File: config.mk
export PLATFORM = sky130hd
export DESIGN_NAME = rs5_lite
export DESIGN_NICKNAME = d
export VERILOG_FILES = /design/src/rs5_lite_pkg.sv /design/src/fetch_unit.sv /design/src/decode_unit.sv /design/src/register_bank.sv /design/src/execute_alu.sv /design/src/execute_shift.sv /design/src/execute_lsu.sv /design/src/retire_arbiter.sv /design/src/rs5_lite.sv
export SDC_FILE = /design/constraint.sdc
export NUM_CORES = 2
export LEC_CHECK = 0
export ABC_AREA = 1
export CORE_ASPECT_RATIO = 1.75
export CORE_MARGIN = 1
export CORE_UTILIZATION = 45
export DETAILED_ROUTE_END_ITERATION = 12
export DONT_BUFFER_PORTS = 1
export HOLD_SLACK_MARGIN = 0.08
export PLACE_DENSITY_LB_ADDON = 0.15
export RECOVER_POWER = 100
export REMOVE_ABC_BUFFERS = 1
export SETUP_SLACK_MARGIN = 0.02
export SLEW_MARGIN = 0
export SYNTH_ARGS = -nofsm -noshare
export SYNTH_HDL_FRONTEND = slang
export SYNTH_SLANG_ARGS = --single-unit
File: constraint.sdc
create_clock -name clk -period 2.8 [get_ports clk]
set_input_delay 0.56 -clock clk [delete_from_list [all_inputs] [get_ports clk]]
set_output_delay 0.56 -clock clk [all_outputs]
set_load 0.005 [all_outputs]
File: src/rs5_lite_pkg.sv
// Shared constants, instruction views and pipeline structs for the RS5 lite core, compiled first
package rs5_lite_pkg;

    localparam int XLEN       = 32;
    localparam int REG_ADDR_W = 5;

    // Major opcodes kept by the core
    localparam logic [6:0] OPCODE_OP     = 7'b0110011;
    localparam logic [6:0] OPCODE_OP_IMM = 7'b0010011;
    localparam logic [6:0] OPCODE_LUI    = 7'b0110111;
    localparam logic [6:0] OPCODE_LOAD   = 7'b0000011;
    localparam logic [6:0] OPCODE_STORE  = 7'b0100011;

    localparam logic [3:0] WORD_STROBE = 4'b1111; // All byte lanes for SW

    ////////////////////////////////////////
    // Instruction word views
    ////////////////////////////////////////

    typedef struct packed {
        logic [6:0]            funct7;
        logic [REG_ADDR_W-1:0] rs2;
        logic [REG_ADDR_W-1:0] rs1;
        logic [2:0]            funct3;
        logic [REG_ADDR_W-1:0] rd;
        logic [6:0]            opcode;
    } r_type_t;

    typedef struct packed {
        logic [11:0]           imm;
        logic [REG_ADDR_W-1:0] rs1;
        logic [2:0]            funct3;
        logic [REG_ADDR_W-1:0] rd;
        logic [6:0]            opcode;
    } i_type_t;

    typedef struct packed {
        logic [6:0]            imm_hi;
        logic [REG_ADDR_W-1:0] rs2;
        logic [REG_ADDR_W-1:0] rs1;
        logic [2:0]            funct3;
        logic [4:0]            imm_lo;
        logic [6:0]            opcode;
    } s_type_t;

    typedef struct packed {
        logic [19:0]           imm;
        logic [REG_ADDR_W-1:0] rd;
        logic [6:0]            opcode;
    } u_type_t;

    typedef union packed {
        r_type_t r;
        i_type_t i;
        s_type_t s;
        u_type_t u;
    } instr_u;

    ////////////////////////////////////////
    // Operations, lanes and stage payloads
    ////////////////////////////////////////

    typedef enum logic [4:0] {
        OP_NOP, OP_ADD, OP_SUB, OP_AND, OP_OR, OP_XOR, OP_LUI,
        OP_SLL, OP_SRL, OP_SRA, OP_SLT, OP_SLTU, OP_LW, OP_SW
    } op_e;

    typedef enum logic [1:0] {
        LANE_ALU   = 2'd0,
        LANE_SHIFT = 2'd1,
        LANE_LSU   = 2'd2
    } lane_e;

    typedef struct packed {
        op_e                   op;
        logic [REG_ADDR_W-1:0] rd;
        logic                  write_enable;
        logic [XLEN-1:0]       operand_a;
        logic [XLEN-1:0]       operand_b;
        logic [XLEN-1:0]       store_data;
    } exec_req_t;

    typedef struct packed {
        logic                  valid;
        logic                  write_enable;
        logic [REG_ADDR_W-1:0] rd;
        logic [XLEN-1:0]       result;
        logic                  mem_read;
        logic [3:0]            mem_strobe;
        logic [XLEN-1:0]       mem_address;
        logic [XLEN-1:0]       mem_write_data;
    } lane_out_t;

endpackage

File: src/fetch_unit.sv
// Fetch stage: program counter and instruction register feeding the decoder
`timescale 1ns/100ps

module fetch_unit #(
    parameter logic [rs5_lite_pkg::XLEN-1:0] RESET_PC = '0
) (
    input  logic                          clk,
    input  logic                          rst_i,
    input  logic                          enable_i,
    input  logic [rs5_lite_pkg::XLEN-1:0] instruction_i,
    output logic [rs5_lite_pkg::XLEN-1:0] instruction_address_o,
    output logic [rs5_lite_pkg::XLEN-1:0] instruction_o
);
    import rs5_lite_pkg::*;

    localparam logic [XLEN-1:0] NOP_INSTR = 32'h0000_0013; // addi x0, x0, 0

    logic [XLEN-1:0] pc;

    always_ff @(posedge clk) begin
        if (rst_i) begin
            pc            <= RESET_PC;
            instruction_o <= NOP_INSTR; // Decode sees a harmless word
        end else if (enable_i) begin
            pc            <= pc + 32'd4;
            instruction_o <= instruction_i; // Word returned for current pc
        end
    end

    assign instruction_address_o = pc;

endmodule

File: src/decode_unit.sv
// Decode stage: field decode, operand read, lane choice and the one-bubble RAW stall
`timescale 1ns/100ps

module decode_unit (
    input  logic                                clk,
    input  logic                                rst_i,
    input  logic                                stall_i,
    input  logic [rs5_lite_pkg::XLEN-1:0]       instruction_i,
    input  logic [rs5_lite_pkg::XLEN-1:0]       rs1_data_i,
    input  logic [rs5_lite_pkg::XLEN-1:0]       rs2_data_i,
    output logic [rs5_lite_pkg::REG_ADDR_W-1:0] rs1_o,
    output logic [rs5_lite_pkg::REG_ADDR_W-1:0] rs2_o,
    output logic                                fetch_enable_o,
    output logic [2:0]                          lane_sel_o,
    output rs5_lite_pkg::exec_req_t             req_o
);
    import rs5_lite_pkg::*;

    instr_u    word;
    exec_req_t next_req;
    lane_e     lane;
    logic      use_rs1;
    logic      use_rs2;
    logic      hazard;
    logic [2:0] next_sel;

    assign word  = instruction_i;
    assign rs1_o = word.r.rs1;
    assign rs2_o = word.r.rs2;

    always_comb begin
        next_req            = '0;
        next_req.rd         = word.r.rd;
        next_req.operand_a  = rs1_data_i;
        next_req.operand_b  = rs2_data_i;
        next_req.store_data = rs2_data_i;
        use_rs1             = 1'b0;
        use_rs2             = 1'b0;
        case (word.r.opcode)
            OPCODE_OP, OPCODE_OP_IMM: begin
                use_rs1 = 1'b1;
                use_rs2 = (word.r.opcode == OPCODE_OP);
                if (word.r.opcode == OPCODE_OP_IMM) begin
                    next_req.operand_b = {{20{word.i.imm[11]}}, word.i.imm};
                end
                case (word.r.funct3)
                    3'b000: next_req.op = (use_rs2 && word.r.funct7[5]) ? OP_SUB : OP_ADD;
                    3'b001: next_req.op = OP_SLL;
                    3'b010: next_req.op = OP_SLT;
                    3'b011: next_req.op = OP_SLTU;
                    3'b100: next_req.op = OP_XOR;
                    3'b101: next_req.op = word.r.funct7[5] ? OP_SRA : OP_SRL; // Bit 30 in both forms
                    3'b110: next_req.op = OP_OR;
                    default: next_req.op = OP_AND;
                endcase
            end
            OPCODE_LUI: begin
                next_req.op        = OP_LUI;
                next_req.operand_b = {word.u.imm, 12'b0};
            end
            OPCODE_LOAD: begin
                use_rs1            = 1'b1;
                next_req.op        = (word.i.funct3 == 3'b010) ? OP_LW : OP_NOP; // Word only
                next_req.operand_b = {{20{word.i.imm[11]}}, word.i.imm};
            end
            OPCODE_STORE: begin
                use_rs1            = 1'b1;
                use_rs2            = 1'b1;
                next_req.op        = (word.s.funct3 == 3'b010) ? OP_SW : OP_NOP;
                next_req.operand_b = {{20{word.s.imm_hi[6]}}, word.s.imm_hi, word.s.imm_lo};
            end
            default: next_req.op = OP_NOP; // Anything else is a bubble
        endcase
        next_req.write_enable = (next_req.op != OP_NOP) && (next_req.op != OP_SW);
    end

    // Lane claim for the decoded op
    always_comb begin
        case (next_req.op)
            OP_SLL, OP_SRL, OP_SRA, OP_SLT, OP_SLTU: lane = LANE_SHIFT;
            OP_LW, OP_SW:                           lane = LANE_LSU;
            default:                                lane = LANE_ALU;
        endcase
        next_sel = (next_req.op == OP_NOP) ? 3'b000 : (3'b001 << lane);
    end

    // Producer still in execute, so its value is not yet in the bank
    assign hazard = req_o.write_enable && (req_o.rd != '0) &&
                    ((use_rs1 && word.r.rs1 == req_o.rd) ||
                     (use_rs2 && word.r.rs2 == req_o.rd));

    assign fetch_enable_o = !stall_i && !hazard;

    always_ff @(posedge clk) begin
        if (rst_i) begin
            req_o      <= '0;
            lane_sel_o <= '0;
        end else if (!stall_i) begin
            req_o      <= hazard ? '0 : next_req; // Bubble while fetch holds
            lane_sel_o <= hazard ? '0 : next_sel;
        end
    end

    // A bubble never claims a lane and never writes a register
    assert property (@(posedge clk) disable iff (rst_i)
        $onehot0(lane_sel_o) && (lane_sel_o != '0 || !req_o.write_enable))
        else $error("decode issued a malformed lane claim");

endmodule

File: src/register_bank.sv
// Integer register file: x1..x31 with two read ports and write-through on a same-cycle write
`timescale 1ns/100ps

module register_bank (
    input  logic                                clk,
    input  logic [rs5_lite_pkg::REG_ADDR_W-1:0] rs1_i,
    input  logic [rs5_lite_pkg::REG_ADDR_W-1:0] rs2_i,
    input  logic                                we_i,
    input  logic [rs5_lite_pkg::REG_ADDR_W-1:0] rd_i,
    input  logic [rs5_lite_pkg::XLEN-1:0]       data_i,
    output logic [rs5_lite_pkg::XLEN-1:0]       data1_o,
    output logic [rs5_lite_pkg::XLEN-1:0]       data2_o
);
    import rs5_lite_pkg::*;

    logic [XLEN-1:0] regs [1:31];

    function automatic logic [XLEN-1:0] read_port(input logic [REG_ADDR_W-1:0] idx);
        if (idx == '0) begin
            return '0; // x0 is hardwired
        end else if (we_i && rd_i == idx) begin
            return data_i; // Bypass the write in flight
        end
        return regs[idx];
    endfunction

    always_ff @(posedge clk) begin
        if (we_i && rd_i != '0) begin
            regs[rd_i] <= data_i;
        end
    end

    always_comb begin
        data1_o = read_port(rs1_i);
        data2_o = read_port(rs2_i);
    end

endmodule

File: src/execute_alu.sv
// Execute lane for add, sub, logic ops and LUI, registered into the retire stage
`timescale 1ns/100ps

module execute_alu (
    input  logic                    clk,
    input  logic                    rst_i,
    input  logic                    stall_i,
    input  logic                    valid_i,
    input  rs5_lite_pkg::exec_req_t req_i,
    output rs5_lite_pkg::lane_out_t out_o
);
    import rs5_lite_pkg::*;

    lane_out_t next;

    always_comb begin
        next              = '0;
        next.valid        = valid_i;
        next.write_enable = valid_i && req_i.write_enable;
        next.rd           = req_i.rd;
        case (req_i.op)
            OP_ADD:  next.result = req_i.operand_a + req_i.operand_b;
            OP_SUB:  next.result = req_i.operand_a - req_i.operand_b;
            OP_AND:  next.result = req_i.operand_a & req_i.operand_b;
            OP_OR:   next.result = req_i.operand_a | req_i.operand_b;
            OP_XOR:  next.result = req_i.operand_a ^ req_i.operand_b;
            OP_LUI:  next.result = req_i.operand_b; // Upper immediate already shifted
            default: next.result = '0;
        endcase
    end

    always_ff @(posedge clk) begin
        if (rst_i) begin
            out_o <= '0;
        end else if (!stall_i) begin
            out_o <= next;
        end
    end

endmodule

File: src/execute_shift.sv
// Execute lane for shifts and set-less-than compares, registered into the retire stage
`timescale 1ns/100ps

module execute_shift (
    input  logic                    clk,
    input  logic                    rst_i,
    input  logic                    stall_i,
    input  logic                    valid_i,
    input  rs5_lite_pkg::exec_req_t req_i,
    output rs5_lite_pkg::lane_out_t out_o
);
    import rs5_lite_pkg::*;

    lane_out_t  next;
    logic [4:0] shamt;

    assign shamt = req_i.operand_b[4:0]; // Register and immediate forms alike

    always_comb begin
        next              = '0;
        next.valid        = valid_i;
        next.write_enable = valid_i && req_i.write_enable;
        next.rd           = req_i.rd;
        case (req_i.op)
            OP_SLL:  next.result = req_i.operand_a << shamt;
            OP_SRL:  next.result = req_i.operand_a >> shamt;
            OP_SRA:  next.result = $signed(req_i.operand_a) >>> shamt;
            OP_SLT:  next.result = {31'b0, $signed(req_i.operand_a) < $signed(req_i.operand_b)};
            OP_SLTU: next.result = {31'b0, req_i.operand_a < req_i.operand_b};
            default: next.result = '0;
        endcase
    end

    always_ff @(posedge clk) begin
        if (rst_i) begin
            out_o <= '0;
        end else if (!stall_i) begin
            out_o <= next;
        end
    end

endmodule

File: src/execute_lsu.sv
// Execute lane for LW and SW: forms the address, strobe and store data for retire
`timescale 1ns/100ps

module execute_lsu (
    input  logic                    clk,
    input  logic                    rst_i,
    input  logic                    stall_i,
    input  logic                    valid_i,
    input  rs5_lite_pkg::exec_req_t req_i,
    output rs5_lite_pkg::lane_out_t out_o
);
    import rs5_lite_pkg::*;

    lane_out_t next;

    always_comb begin
        next                = '0;
        next.valid          = valid_i;
        next.rd             = req_i.rd;
        next.mem_address    = req_i.operand_a + req_i.operand_b; // Base plus offset
        next.mem_write_data = req_i.store_data;
        if (valid_i && req_i.op == OP_LW) begin
            next.mem_read     = 1'b1;
            next.write_enable = req_i.write_enable; // Retire supplies the data
        end
        if (valid_i && req_i.op == OP_SW) begin
            next.mem_strobe = WORD_STROBE;
        end
    end

    always_ff @(posedge clk) begin
        if (rst_i) begin
            out_o <= '0;
        end else if (!stall_i) begin
            out_o <= next;
        end
    end

    assert property (@(posedge clk) disable iff (rst_i)
        out_o.valid |-> out_o.mem_address[1:0] == 2'b00)
        else $error("misaligned word access at %h", out_o.mem_address);

endmodule

File: src/retire_arbiter.sv
// Retire step: picks the one valid lane, drives the data memory port and register writeback
`timescale 1ns/100ps

module retire_arbiter (
    input  logic                                clk,
    input  logic                                rst_i,
    input  logic                                stall_i,
    input  rs5_lite_pkg::lane_out_t             alu_i,
    input  rs5_lite_pkg::lane_out_t             shift_i,
    input  rs5_lite_pkg::lane_out_t             lsu_i,
    input  logic [rs5_lite_pkg::XLEN-1:0]       mem_data_i,
    output logic [rs5_lite_pkg::XLEN-1:0]       mem_address_o,
    output logic [rs5_lite_pkg::XLEN-1:0]       mem_data_o,
    output logic [3:0]                          mem_write_enable_o,
    output logic                                mem_operation_enable_o,
    output logic                                wb_enable_o,
    output logic [rs5_lite_pkg::REG_ADDR_W-1:0] wb_rd_o,
    output logic [rs5_lite_pkg::XLEN-1:0]       wb_data_o
);
    import rs5_lite_pkg::*;

    lane_out_t sel;

    always_comb begin
        sel = '0; // Nothing retires
        if (alu_i.valid) begin
            sel = alu_i;
        end else if (shift_i.valid) begin
            sel = shift_i;
        end else if (lsu_i.valid) begin
            sel = lsu_i;
        end
    end

    ////////////////////////////////////////
    // Memory port, strobes masked by stall
    ////////////////////////////////////////

    assign mem_address_o          = sel.mem_address;
    assign mem_data_o             = sel.mem_write_data;
    assign mem_write_enable_o     = stall_i ? 4'b0000 : sel.mem_strobe;
    assign mem_operation_enable_o = !stall_i && (sel.mem_read || sel.mem_strobe != '0);

    ////////////////////////////////////////
    // Register writeback
    ////////////////////////////////////////

    assign wb_enable_o = !stall_i && sel.write_enable && (sel.rd != '0); // x0 stays zero
    assign wb_rd_o     = sel.rd;
    assign wb_data_o   = sel.mem_read ? mem_data_i : sel.result; // Load data arrives same cycle

    // Decode claims a single lane, so lanes never retire together
    assert property (@(posedge clk) disable iff (rst_i)
        $onehot0({alu_i.valid, shift_i.valid, lsu_i.valid}))
        else $error("more than one execute lane valid");

endmodule

File: src/rs5_lite.sv
// Top level of the RS5 lite core: fetch, decode, register bank, three lanes and retire
`timescale 1ns/100ps

module rs5_lite #(
    parameter logic [rs5_lite_pkg::XLEN-1:0] RESET_PC = '0
) (
    input  logic                          clk,
    input  logic                          rst_i,
    input  logic                          stall_i,
    input  logic [rs5_lite_pkg::XLEN-1:0] instruction_i,
    input  logic [rs5_lite_pkg::XLEN-1:0] mem_data_i,
    output logic [rs5_lite_pkg::XLEN-1:0] instruction_address_o,
    output logic [rs5_lite_pkg::XLEN-1:0] mem_address_o,
    output logic [rs5_lite_pkg::XLEN-1:0] mem_data_o,
    output logic                          mem_operation_enable_o,
    output logic [3:0]                    mem_write_enable_o
);
    import rs5_lite_pkg::*;

    logic                  fetch_enable;
    logic [XLEN-1:0]       instruction_decode;
    logic [REG_ADDR_W-1:0] rs1;
    logic [REG_ADDR_W-1:0] rs2;
    logic [XLEN-1:0]       rs1_data;
    logic [XLEN-1:0]       rs2_data;
    logic [2:0]            lane_sel;
    exec_req_t             req;
    lane_out_t             alu_out;
    lane_out_t             shift_out;
    lane_out_t             lsu_out;
    logic                  wb_enable;
    logic [REG_ADDR_W-1:0] wb_rd;
    logic [XLEN-1:0]       wb_data;

    ////////////////////////////////////////
    // Input side
    ////////////////////////////////////////

    fetch_unit #(
        .RESET_PC              (RESET_PC)
    ) u_fetch (
        .clk                   (clk),
        .rst_i                 (rst_i),
        .enable_i              (fetch_enable),
        .instruction_i         (instruction_i),
        .instruction_address_o (instruction_address_o),
        .instruction_o         (instruction_decode)
    );

    decode_unit u_decode (
        .clk            (clk),
        .rst_i          (rst_i),
        .stall_i        (stall_i),
        .instruction_i  (instruction_decode),
        .rs1_data_i     (rs1_data),
        .rs2_data_i     (rs2_data),
        .rs1_o          (rs1),
        .rs2_o          (rs2),
        .fetch_enable_o (fetch_enable),
        .lane_sel_o     (lane_sel),
        .req_o          (req)
    );

    register_bank u_regs (
        .clk     (clk),
        .rs1_i   (rs1),
        .rs2_i   (rs2),
        .we_i    (wb_enable),
        .rd_i    (wb_rd),
        .data_i  (wb_data),
        .data1_o (rs1_data),
        .data2_o (rs2_data)
    );

    ////////////////////////////////////////
    // Execute lanes
    ////////////////////////////////////////

    execute_alu u_alu (
        .clk     (clk),
        .rst_i   (rst_i),
        .stall_i (stall_i),
        .valid_i (lane_sel[LANE_ALU]),
        .req_i   (req),
        .out_o   (alu_out)
    );

    execute_shift u_shift (
        .clk     (clk),
        .rst_i   (rst_i),
        .stall_i (stall_i),
        .valid_i (lane_sel[LANE_SHIFT]),
        .req_i   (req),
        .out_o   (shift_out)
    );

    execute_lsu u_lsu (
        .clk     (clk),
        .rst_i   (rst_i),
        .stall_i (stall_i),
        .valid_i (lane_sel[LANE_LSU]),
        .req_i   (req),
        .out_o   (lsu_out)
    );

    ////////////////////////////////////////
    // Output side
    ////////////////////////////////////////

    retire_arbiter u_retire (
        .clk                    (clk),
        .rst_i                  (rst_i),
        .stall_i                (stall_i),
        .alu_i                  (alu_out),
        .shift_i                (shift_out),
        .lsu_i                  (lsu_out),
        .mem_data_i             (mem_data_i),
        .mem_address_o          (mem_address_o),
        .mem_data_o             (mem_data_o),
        .mem_write_enable_o     (mem_write_enable_o),
        .mem_operation_enable_o (mem_operation_enable_o),
        .wb_enable_o            (wb_enable),
        .wb_rd_o                (wb_rd),
        .wb_data_o              (wb_data)
    );

endmodule

# [Word level (Yosys, flattened, before mapping)]
# Memory sizes are Yosys's and may differ from the RTL's. A register that Yosys moved wholly into a read port is not among the register bits.
# Index checks and enable logic that the tools add are counted.
[word_totals] word_cells=144 memories=1 out_inout_bits=101 ramBits=992 regBits=318
[memory_table] memory="u_regs.regs" words=31 word_bits=32 rd=2 rd_clocked_by_memory_dff=2 wr=1 line="register_bank.sv:16" rtl="logic [XLEN-1:0] regs [1:31];"
[classes] shift=4 add_sub_neg=3 bitwise=3 n_reduce_logical=33 n_mux=40 eq_ne=36 order_cmp=2
[op_table] operator="$mux W107" n=4
[op_table] operator="$mux W32" n=8
[op_table] operator="$pmux W32 S6" n=1
[op_table] operator="$pmux W32 S5" n=1
[op_table] operator="$pmux W32 S4" n=1
[op_table] operator="$lt A32 B32 Y1" n=2
[op_table] operator="$eq A5 B4 Y1 const B" n=12
[op_table] operator="$pmux W5 S7" n=1
[op_table] operator="$add A32 B3 Y32 const B" n=1
[op_table] operator="$add A32 B32 Y32" n=1
[op_table] operator="$and A32 B32 Y32" n=1
[op_table] operator="$or A32 B32 Y32" n=1
[op_table] operator="$shl A32 B5 Y32" n=1
[op_table] operator="$shr A32 B5 Y32" n=1
[op_table] operator="$sshr A32 B5 Y32" n=1
[op_table] operator="$sub A32 B32 Y32" n=1
[op_table] operator="$xor A32 B32 Y32" n=1
[op_table] operator="$eq A5 B3 Y1 const B" n=5
[op_table] operator="$eq A7 B6 Y1 const B" n=3
[op_table] operator="$eq A5 B5 Y1" n=4
[op_table] operator="$mux W5" n=4
[op_table] operator="$pmux W5 S4" n=1
[op_table] operator="$logic_and A1 B1 Y1" n=17
[op_table] operator="$mux W4" n=4
[op_table] operator="other kinds (23)" n=44

# [Logic depth before layout (Yosys ltp)]
[logic_depth] word_depth=12 depth_mapped=20 ltp_nobuf=17

# [Cells and area by module]
# Synthesis repeated with hierarchy kept, for this count alone.
[unflattened] hier_cells=11506 area_unflattened_um2=83093.4
[modules_own_cells] mod="register_bank" area_per_inst_um2=53448.8 seq_area_each_um2=29788.6 cells_per_inst=6566 n_inst=1
[modules_own_cells] mod="execute_alu" area_per_inst_um2=7278.2 seq_area_each_um2=780.7 cells_per_inst=1207 n_inst=1
[modules_own_cells] mod="execute_shift" area_per_inst_um2=6432.4 seq_area_each_um2=780.7 cells_per_inst=1170 n_inst=1
[modules_own_cells] mod="execute_lsu" area_per_inst_um2=5295.1 seq_area_each_um2=1461.4 cells_per_inst=889 n_inst=1
[modules_own_cells] mod="decode_unit" area_per_inst_um2=4951.0 seq_area_each_um2=2182.1 cells_per_inst=733 n_inst=1
[modules_own_cells] mod="fetch_unit" area_per_inst_um2=2882.8 seq_area_each_um2=1241.2 cells_per_inst=424 n_inst=1
[modules_own_cells] mod="retire_arbiter" area_per_inst_um2=2805.2 seq_area_each_um2=0.0 cells_per_inst=517 n_inst=1

# [Least setup slack after synthesis]
# Ideal clock, no wire load.
[synth_path] kind="register -> register" startpoint="register u_shift.out_o[107] in the netlist's numbering" endpoint="memory u_regs.regs[12][0] (enable)" stages_incl_launch_ff=11 setup_time_ps=421 arrival_ps=2558 setup_slack_ps=-179 cell_sequence="dfxtp_1 -> buf_6 -> inv_4 -> nand3_4 -> buf_8 -> o21ai_4 -> nand3_2 -> nand2_2 -> clkinv_1 -> nand3_1 -> nor2_1"
[synth_via] elab_chain_len=7 word_cells_on_any_way=8
[synth_rtl] element="start: declaration" line="execute_shift.sv:10" rtl="output rs5_lite_pkg::lane_out_t out_o"
[synth_rtl] element="start signal: assignment" line="execute_shift.sv:38" rtl="out_o <= next;"
[synth_rtl] element="$mux W107 *" line="retire_arbiter.sv:28" rtl="end else if (shift_i.valid) begin"
[synth_rtl] element="$mux W107 *" line="retire_arbiter.sv:26" rtl="if (alu_i.valid) begin"
[synth_rtl] element="$reduce_bool A5 Y1 or $logic_and A1 B1 Y1 (tied branches)" line="register_bank.sv:28, retire_arbiter.sv:48"
[synth_rtl] element="$logic_and A1 B1 Y1" line="retire_arbiter.sv:48" rtl="assign wb_enable_o = !stall_i && sel.write_enable && (sel.rd != '0);"
[synth_rtl] element="$logic_and A1 B1 Y1" line="register_bank.sv:28" rtl="if (we_i && rd_i != '0) begin"
[synth_rtl] element="$mux W1" line="register_bank.sv:28"
[synth_rtl] element="$mux W1 (implied by the code)" line="register_bank.sv:29" rtl="regs[rd_i] <= data_i;"
[synth_rtl] element="end: declaration" line="register_bank.sv:16"
# Mark *: on every way between the ends. The rest lies on a longest branch, timed or not.

# [Final worst setup path]
[layout_path] startpoint="register u_decode.req_o[32] in the netlist's numbering" endpoint="register u_shift.out_o[85] in the netlist's numbering"
[layout_via] elab_chain_len=2 word_cells_on_any_way=4
[layout_rtl] element="start: declaration" line="decode_unit.sv:15" rtl="output rs5_lite_pkg::exec_req_t req_o"
[layout_rtl] element="start signal: assignment" line="decode_unit.sv:99" rtl="req_o <= hazard ? '0 : next_req;"
[layout_rtl] element="$sshr A32 B5 Y32, or another cell as far along" line="execute_shift.sv:27" rtl="OP_SRA: next.result = $signed(req_i.operand_a) >>> shamt;"
[layout_rtl] element="$pmux W32 S5 *" line="execute_shift.sv:24" rtl="case (req_i.op)"
# Marks and branches as above.
# A chain may end at the register's enable or synchronous reset.

==> results.py <==
metrics = {
    "worst_hold_path": {
        "hold_path.class": "input pin to flip-flop",
        "hold_depth": 1,
        "hold_start": "rst_i",
    },
    "cts": {
        "htreeDepth": 4,
        "cts.sinks": 1314,
        "clkTransAtPathRegs_ps": 70,
        "insertion_delay_ps": 830,
        "cts_root_buf": "clkbuf_16",
        "cts_max_path_buffers": 4,
        "tritoncts": "done",
        "cts_made_buffers": 139,
    },
    "power_and_ir_drop": {
        "vdd_drop_max_uv": 572,
        "p_int_w": 0.0354,
        "power_frac_clock_pct": 35.6,
        "p_switching_w": 0.0161,
        "seq_power_share_pct": 41.3,
        "leakagePower_nw": 36.5,
        "powerDensity_nw_per_um2": 568,
        "switching_share_pct": 31.2,
        "p_comb_share_pct": 23.1,
        "totalPowerFinal_w": 0.0515,
    },
    "synthesis": {
        "avgSynthCellArea_sq_um": 7.82,
        "yosysSeqAreaShare_pct": 49.5,
        "async_reset_ff_share_pct": 0,
        "ys_types": 54,
        "netlist_area_sq_um": 73200,
        "synth_ff_type": "edfxtp_1",
        "syn_inst": 9362,
        "synth_edf_count": 992,
        "yosysWarnings": 0,
        "synth_seq_cells": 1314,
    },
    "place": {
        "place_inst": 11800,
        "gp_congestion": 1.13,
        "pre_cts_slack_ps": -314,
        "dp_hpwl_um": 244000,
        "io_buffers": 0,
    },
    "grt": {
        "use_met2_pct": 70.0,
        "antenna_found_initial": 24,
        "grt_first_pass_wirelength_um": 503000,
        "gr-total-overflow": 0,
        "grt_util_all_layers_pct": 42.5,
        "grt_pass1_vias": 72000,
        "busiest_layer": "met2",
        "grt_use_met3_pct": 8.74,
        "grt_max_degree": 292,
        "grtUsageMet1_pct": 45.3,
    },
    "worst_setup_path": {
        "start_kind": "flip-flop",
        "crit_top_cell": "nand2_4",
        "r2r_slack_ps": -250,
        "cp.depth": 14,
        "worstSetupPathType": "flip-flop to flip-flop",
        "worstPathArrival_ps": 3790,
        "cpMaxStageDelayCell": "o211ai_1",
        "critical-path-max-stage-delay_ps": 1020,
        "critPathMaxFanout": 8,
        "cp-end-kind": "flip-flop",
        "crit_chain": "buf_8, buf_12, nand2_4, inv_4, a21oi_4, o21ai_2, nand2_1, nand2_2, buf_6, nor2_2, o211ai_1, clkbuf_16, nand2_4, a21oi_2",
        "timing.critical_path.buf_inv": 5,
        "cp.required_ps": 3540,
        "ff2ff_path_depth": 14,
        "crit_family": "compound AO/OA/AOI/OAI gates",
        "crit_start": "u_decode.req_o[32]",
        "rr_startpoint": "u_decode.req_o[32]",
    },
    "route": {
        "drt_iter0_drc": 9767,
        "detail-route-antenna-nets": 0,
        "wl_per_cell_um": 29.6,
        "viasPerCell": 6.20,
        "vias": 76200,
        "drc": 0,
        "first_pass_iters": 9,
        "wl_um": 364000,
    },
    "final_layout": {
        "mostFrequentLayoutCells": "3037 x nand2_1, 1811 x nand3_1, 992 x edfxtp_1, 801 x buf_4, 649 x a21oi_1",
        "final_common_cell": "nand2_1",
        "layout.nets": 10200,
        "area_growth_syn_to_layout_pct": 23.9,
        "nFillCells": 14700,
        "final_cell_count_no_fill": 12300,
        "drive_gt1_share_pct": 15.2,
    },
    "floorplanning": {
        "core-area_sq_um": 161000,
        "die_area_sq_um": 164000,
        "ios": 168,
        "row_count": 195,
        "die_h_um": 536,
        "start_util_pct": 45.4,
        "die_w_um": 307,
    },
    "run_status": {
        "status": "complete, but fails checks",
        "violations": "negative hold slack, negative setup slack",
    },
    "sta": {
        "drv_slew": 0,
        "tightest_slew_ps": 1310,
        "setup_viol": 5,
        "layout_setup_ws_ps": -251,
        "holdWs_ps": -182,
        "period_needed_ps": 3050,
        "finalHoldViolations": 57,
        "fmax_mhz": 328,
        "relSlewSlack_pct": 12.5,
        "rsz0062_at_grt": "true",
        "period_share_pct": 109,
        "clock-skew-final_ps": 56.7,
    },
    "flow_run": {
        "maxCapViolCount": 0,
    },
}
Yosys cell counts (all sizes together) (7+ instances only):
cell | n | area, sq um
a221oi | 29 | 254
buf | 293 | 1410
o21bai | 7 | 52.6
o211ai | 136 | 1020
o21ai | 343 | 1730
o22ai | 25 | 156
ha | 98 | 1230
nand3 | 1831 | 9190
xnor2 | 12 | 105
clkbuf | 380 | 1430
nor3 | 40 | 200
o21a | 13 | 97.6
a22oi | 59 | 443
mux2i | 8 | 80.1
inv | 446 | 1680
nand4 | 55 | 344
edfxtp | 992 | 29800
or2 | 8 | 50.1
a21oi | 681 | 3470
a31oi | 17 | 106
nor2 | 368 | 1410
xor2 | 31 | 272
dfxtp | 322 | 6450
nand2 | 3124 | 11900
area by class of cell:
type	count	area (sq um)	area share (%)
multi-input combinational	6926	33400	36.8
clock inverter	58	509	0.562
timing repair buffer	1176	12200	13.5
sequential	1314	36300	40.0
clock buffer	177	3750	4.13
antenna	15	37.5	0.0414
tap	2167	2710	2.99
timing repair inverter	1	11.3	0.0124
inverter	451	1780	1.97
per-stage QoR:
| stage | TNS, ps | hold slack, ps | util [%] | area, sq um |
|---|---|---|---|---|
| 2_1_floorplan | -3709090 | 431 | - | 70400 |
| 3_3_place_gp | -2870 | 443 | 51.5 | 83000 |
| 3_5_place_dp | -2570 | 447 | 51.5 | 83000 |
| 4_1_cts | 0 | -188 | 55.2 | 89000 |
| 5_1_grt | -1060 | -194 | 56.2 | 90600 |
| 6_report | -480 | -182 | 56.2 | 90700 |
state kept, by name, indices dropped and copies added, names as in the netlist, named ones only:
name / cells
u_shift.out_o: 34
u_decode.lane_sel_o: 3
u_alu.out_o: 39
u_regs.regs: 992
u_fetch.instruction_address_o: 30
u_decode.req_o: 106
u_fetch.instruction_o: 32
u_lsu.out_o: 68
metal layers:
metal / vias to the layer above / wire, um
met4: 18 / 41800
met3: 1680 / 35400
li1: 33300 / -
met1: 36200 / 117000
met5: - / 140
met2: 5017 / 169000
cell families (layout without fill, tap and decap cells):
logic type / count (synthesis) / in the layout / share of synthesized area (%)
muxes: 8 / 8 / 0.109
xor gates and xnor gates: 43 / 43 / 0.515
DFF: 1314 / 1314 / 49.5
AOI/OAI and AO/OA: 1330 / 1330 / 10.3
adders and majority gates: 100 / 100 / 1.73
buffers and inverters: 1124 / 1863 / 6.20
and+or+nand+nor: 5442 / 5443 / 31.7
other: 1 / 17 / 0.00512
worst reg2reg max path, cell delays in order, from the launching register on:
cell       delay (ps)
dfxtp_4           500
buf_8             180
buf_12            150
nand2_4            70
inv_4              60
a21oi_4            40
o21ai_2           150
nand2_1            80
nand2_2           100
buf_6              90
nor2_2             20
o211ai_1         1020
clkbuf_16         340
nand2_4            50
a21oi_2           120
power by group through the flow:
stage                     clock, W  combinational (W)  sequential (W)
final                       0.0183             0.0119          0.0212
after global routing        0.0190             0.0124          0.0213
after CTS                   0.0184             0.0110          0.0212
after detailed placement         0             0.0107          0.0217
after global placement           0             0.0107          0.0217
after floorplan                  0            0.00450          0.0220
final timing paths:
kind,to
max,u_shift.out_o[85]
min,u_decode.req_o[37]
max reg2reg,u_shift.out_o[85]
min reg2reg,u_decode.req_o[29]
repair_timing:
| action | in CTS | in global routing |
|---|---|---|
| gates cloned | 4 | 21 |
| pin swaps | 7 | 24 |
| resized for setup | 82 | 208 |
| hold buffers | 128 | 8 |
| setup buffers | 13 | 39 |
| endpoints found under the hold margin | 286 | 148 |
| endpoints found under the setup margin | 98 | 120 |
Power figures use the tool's default switching activity.
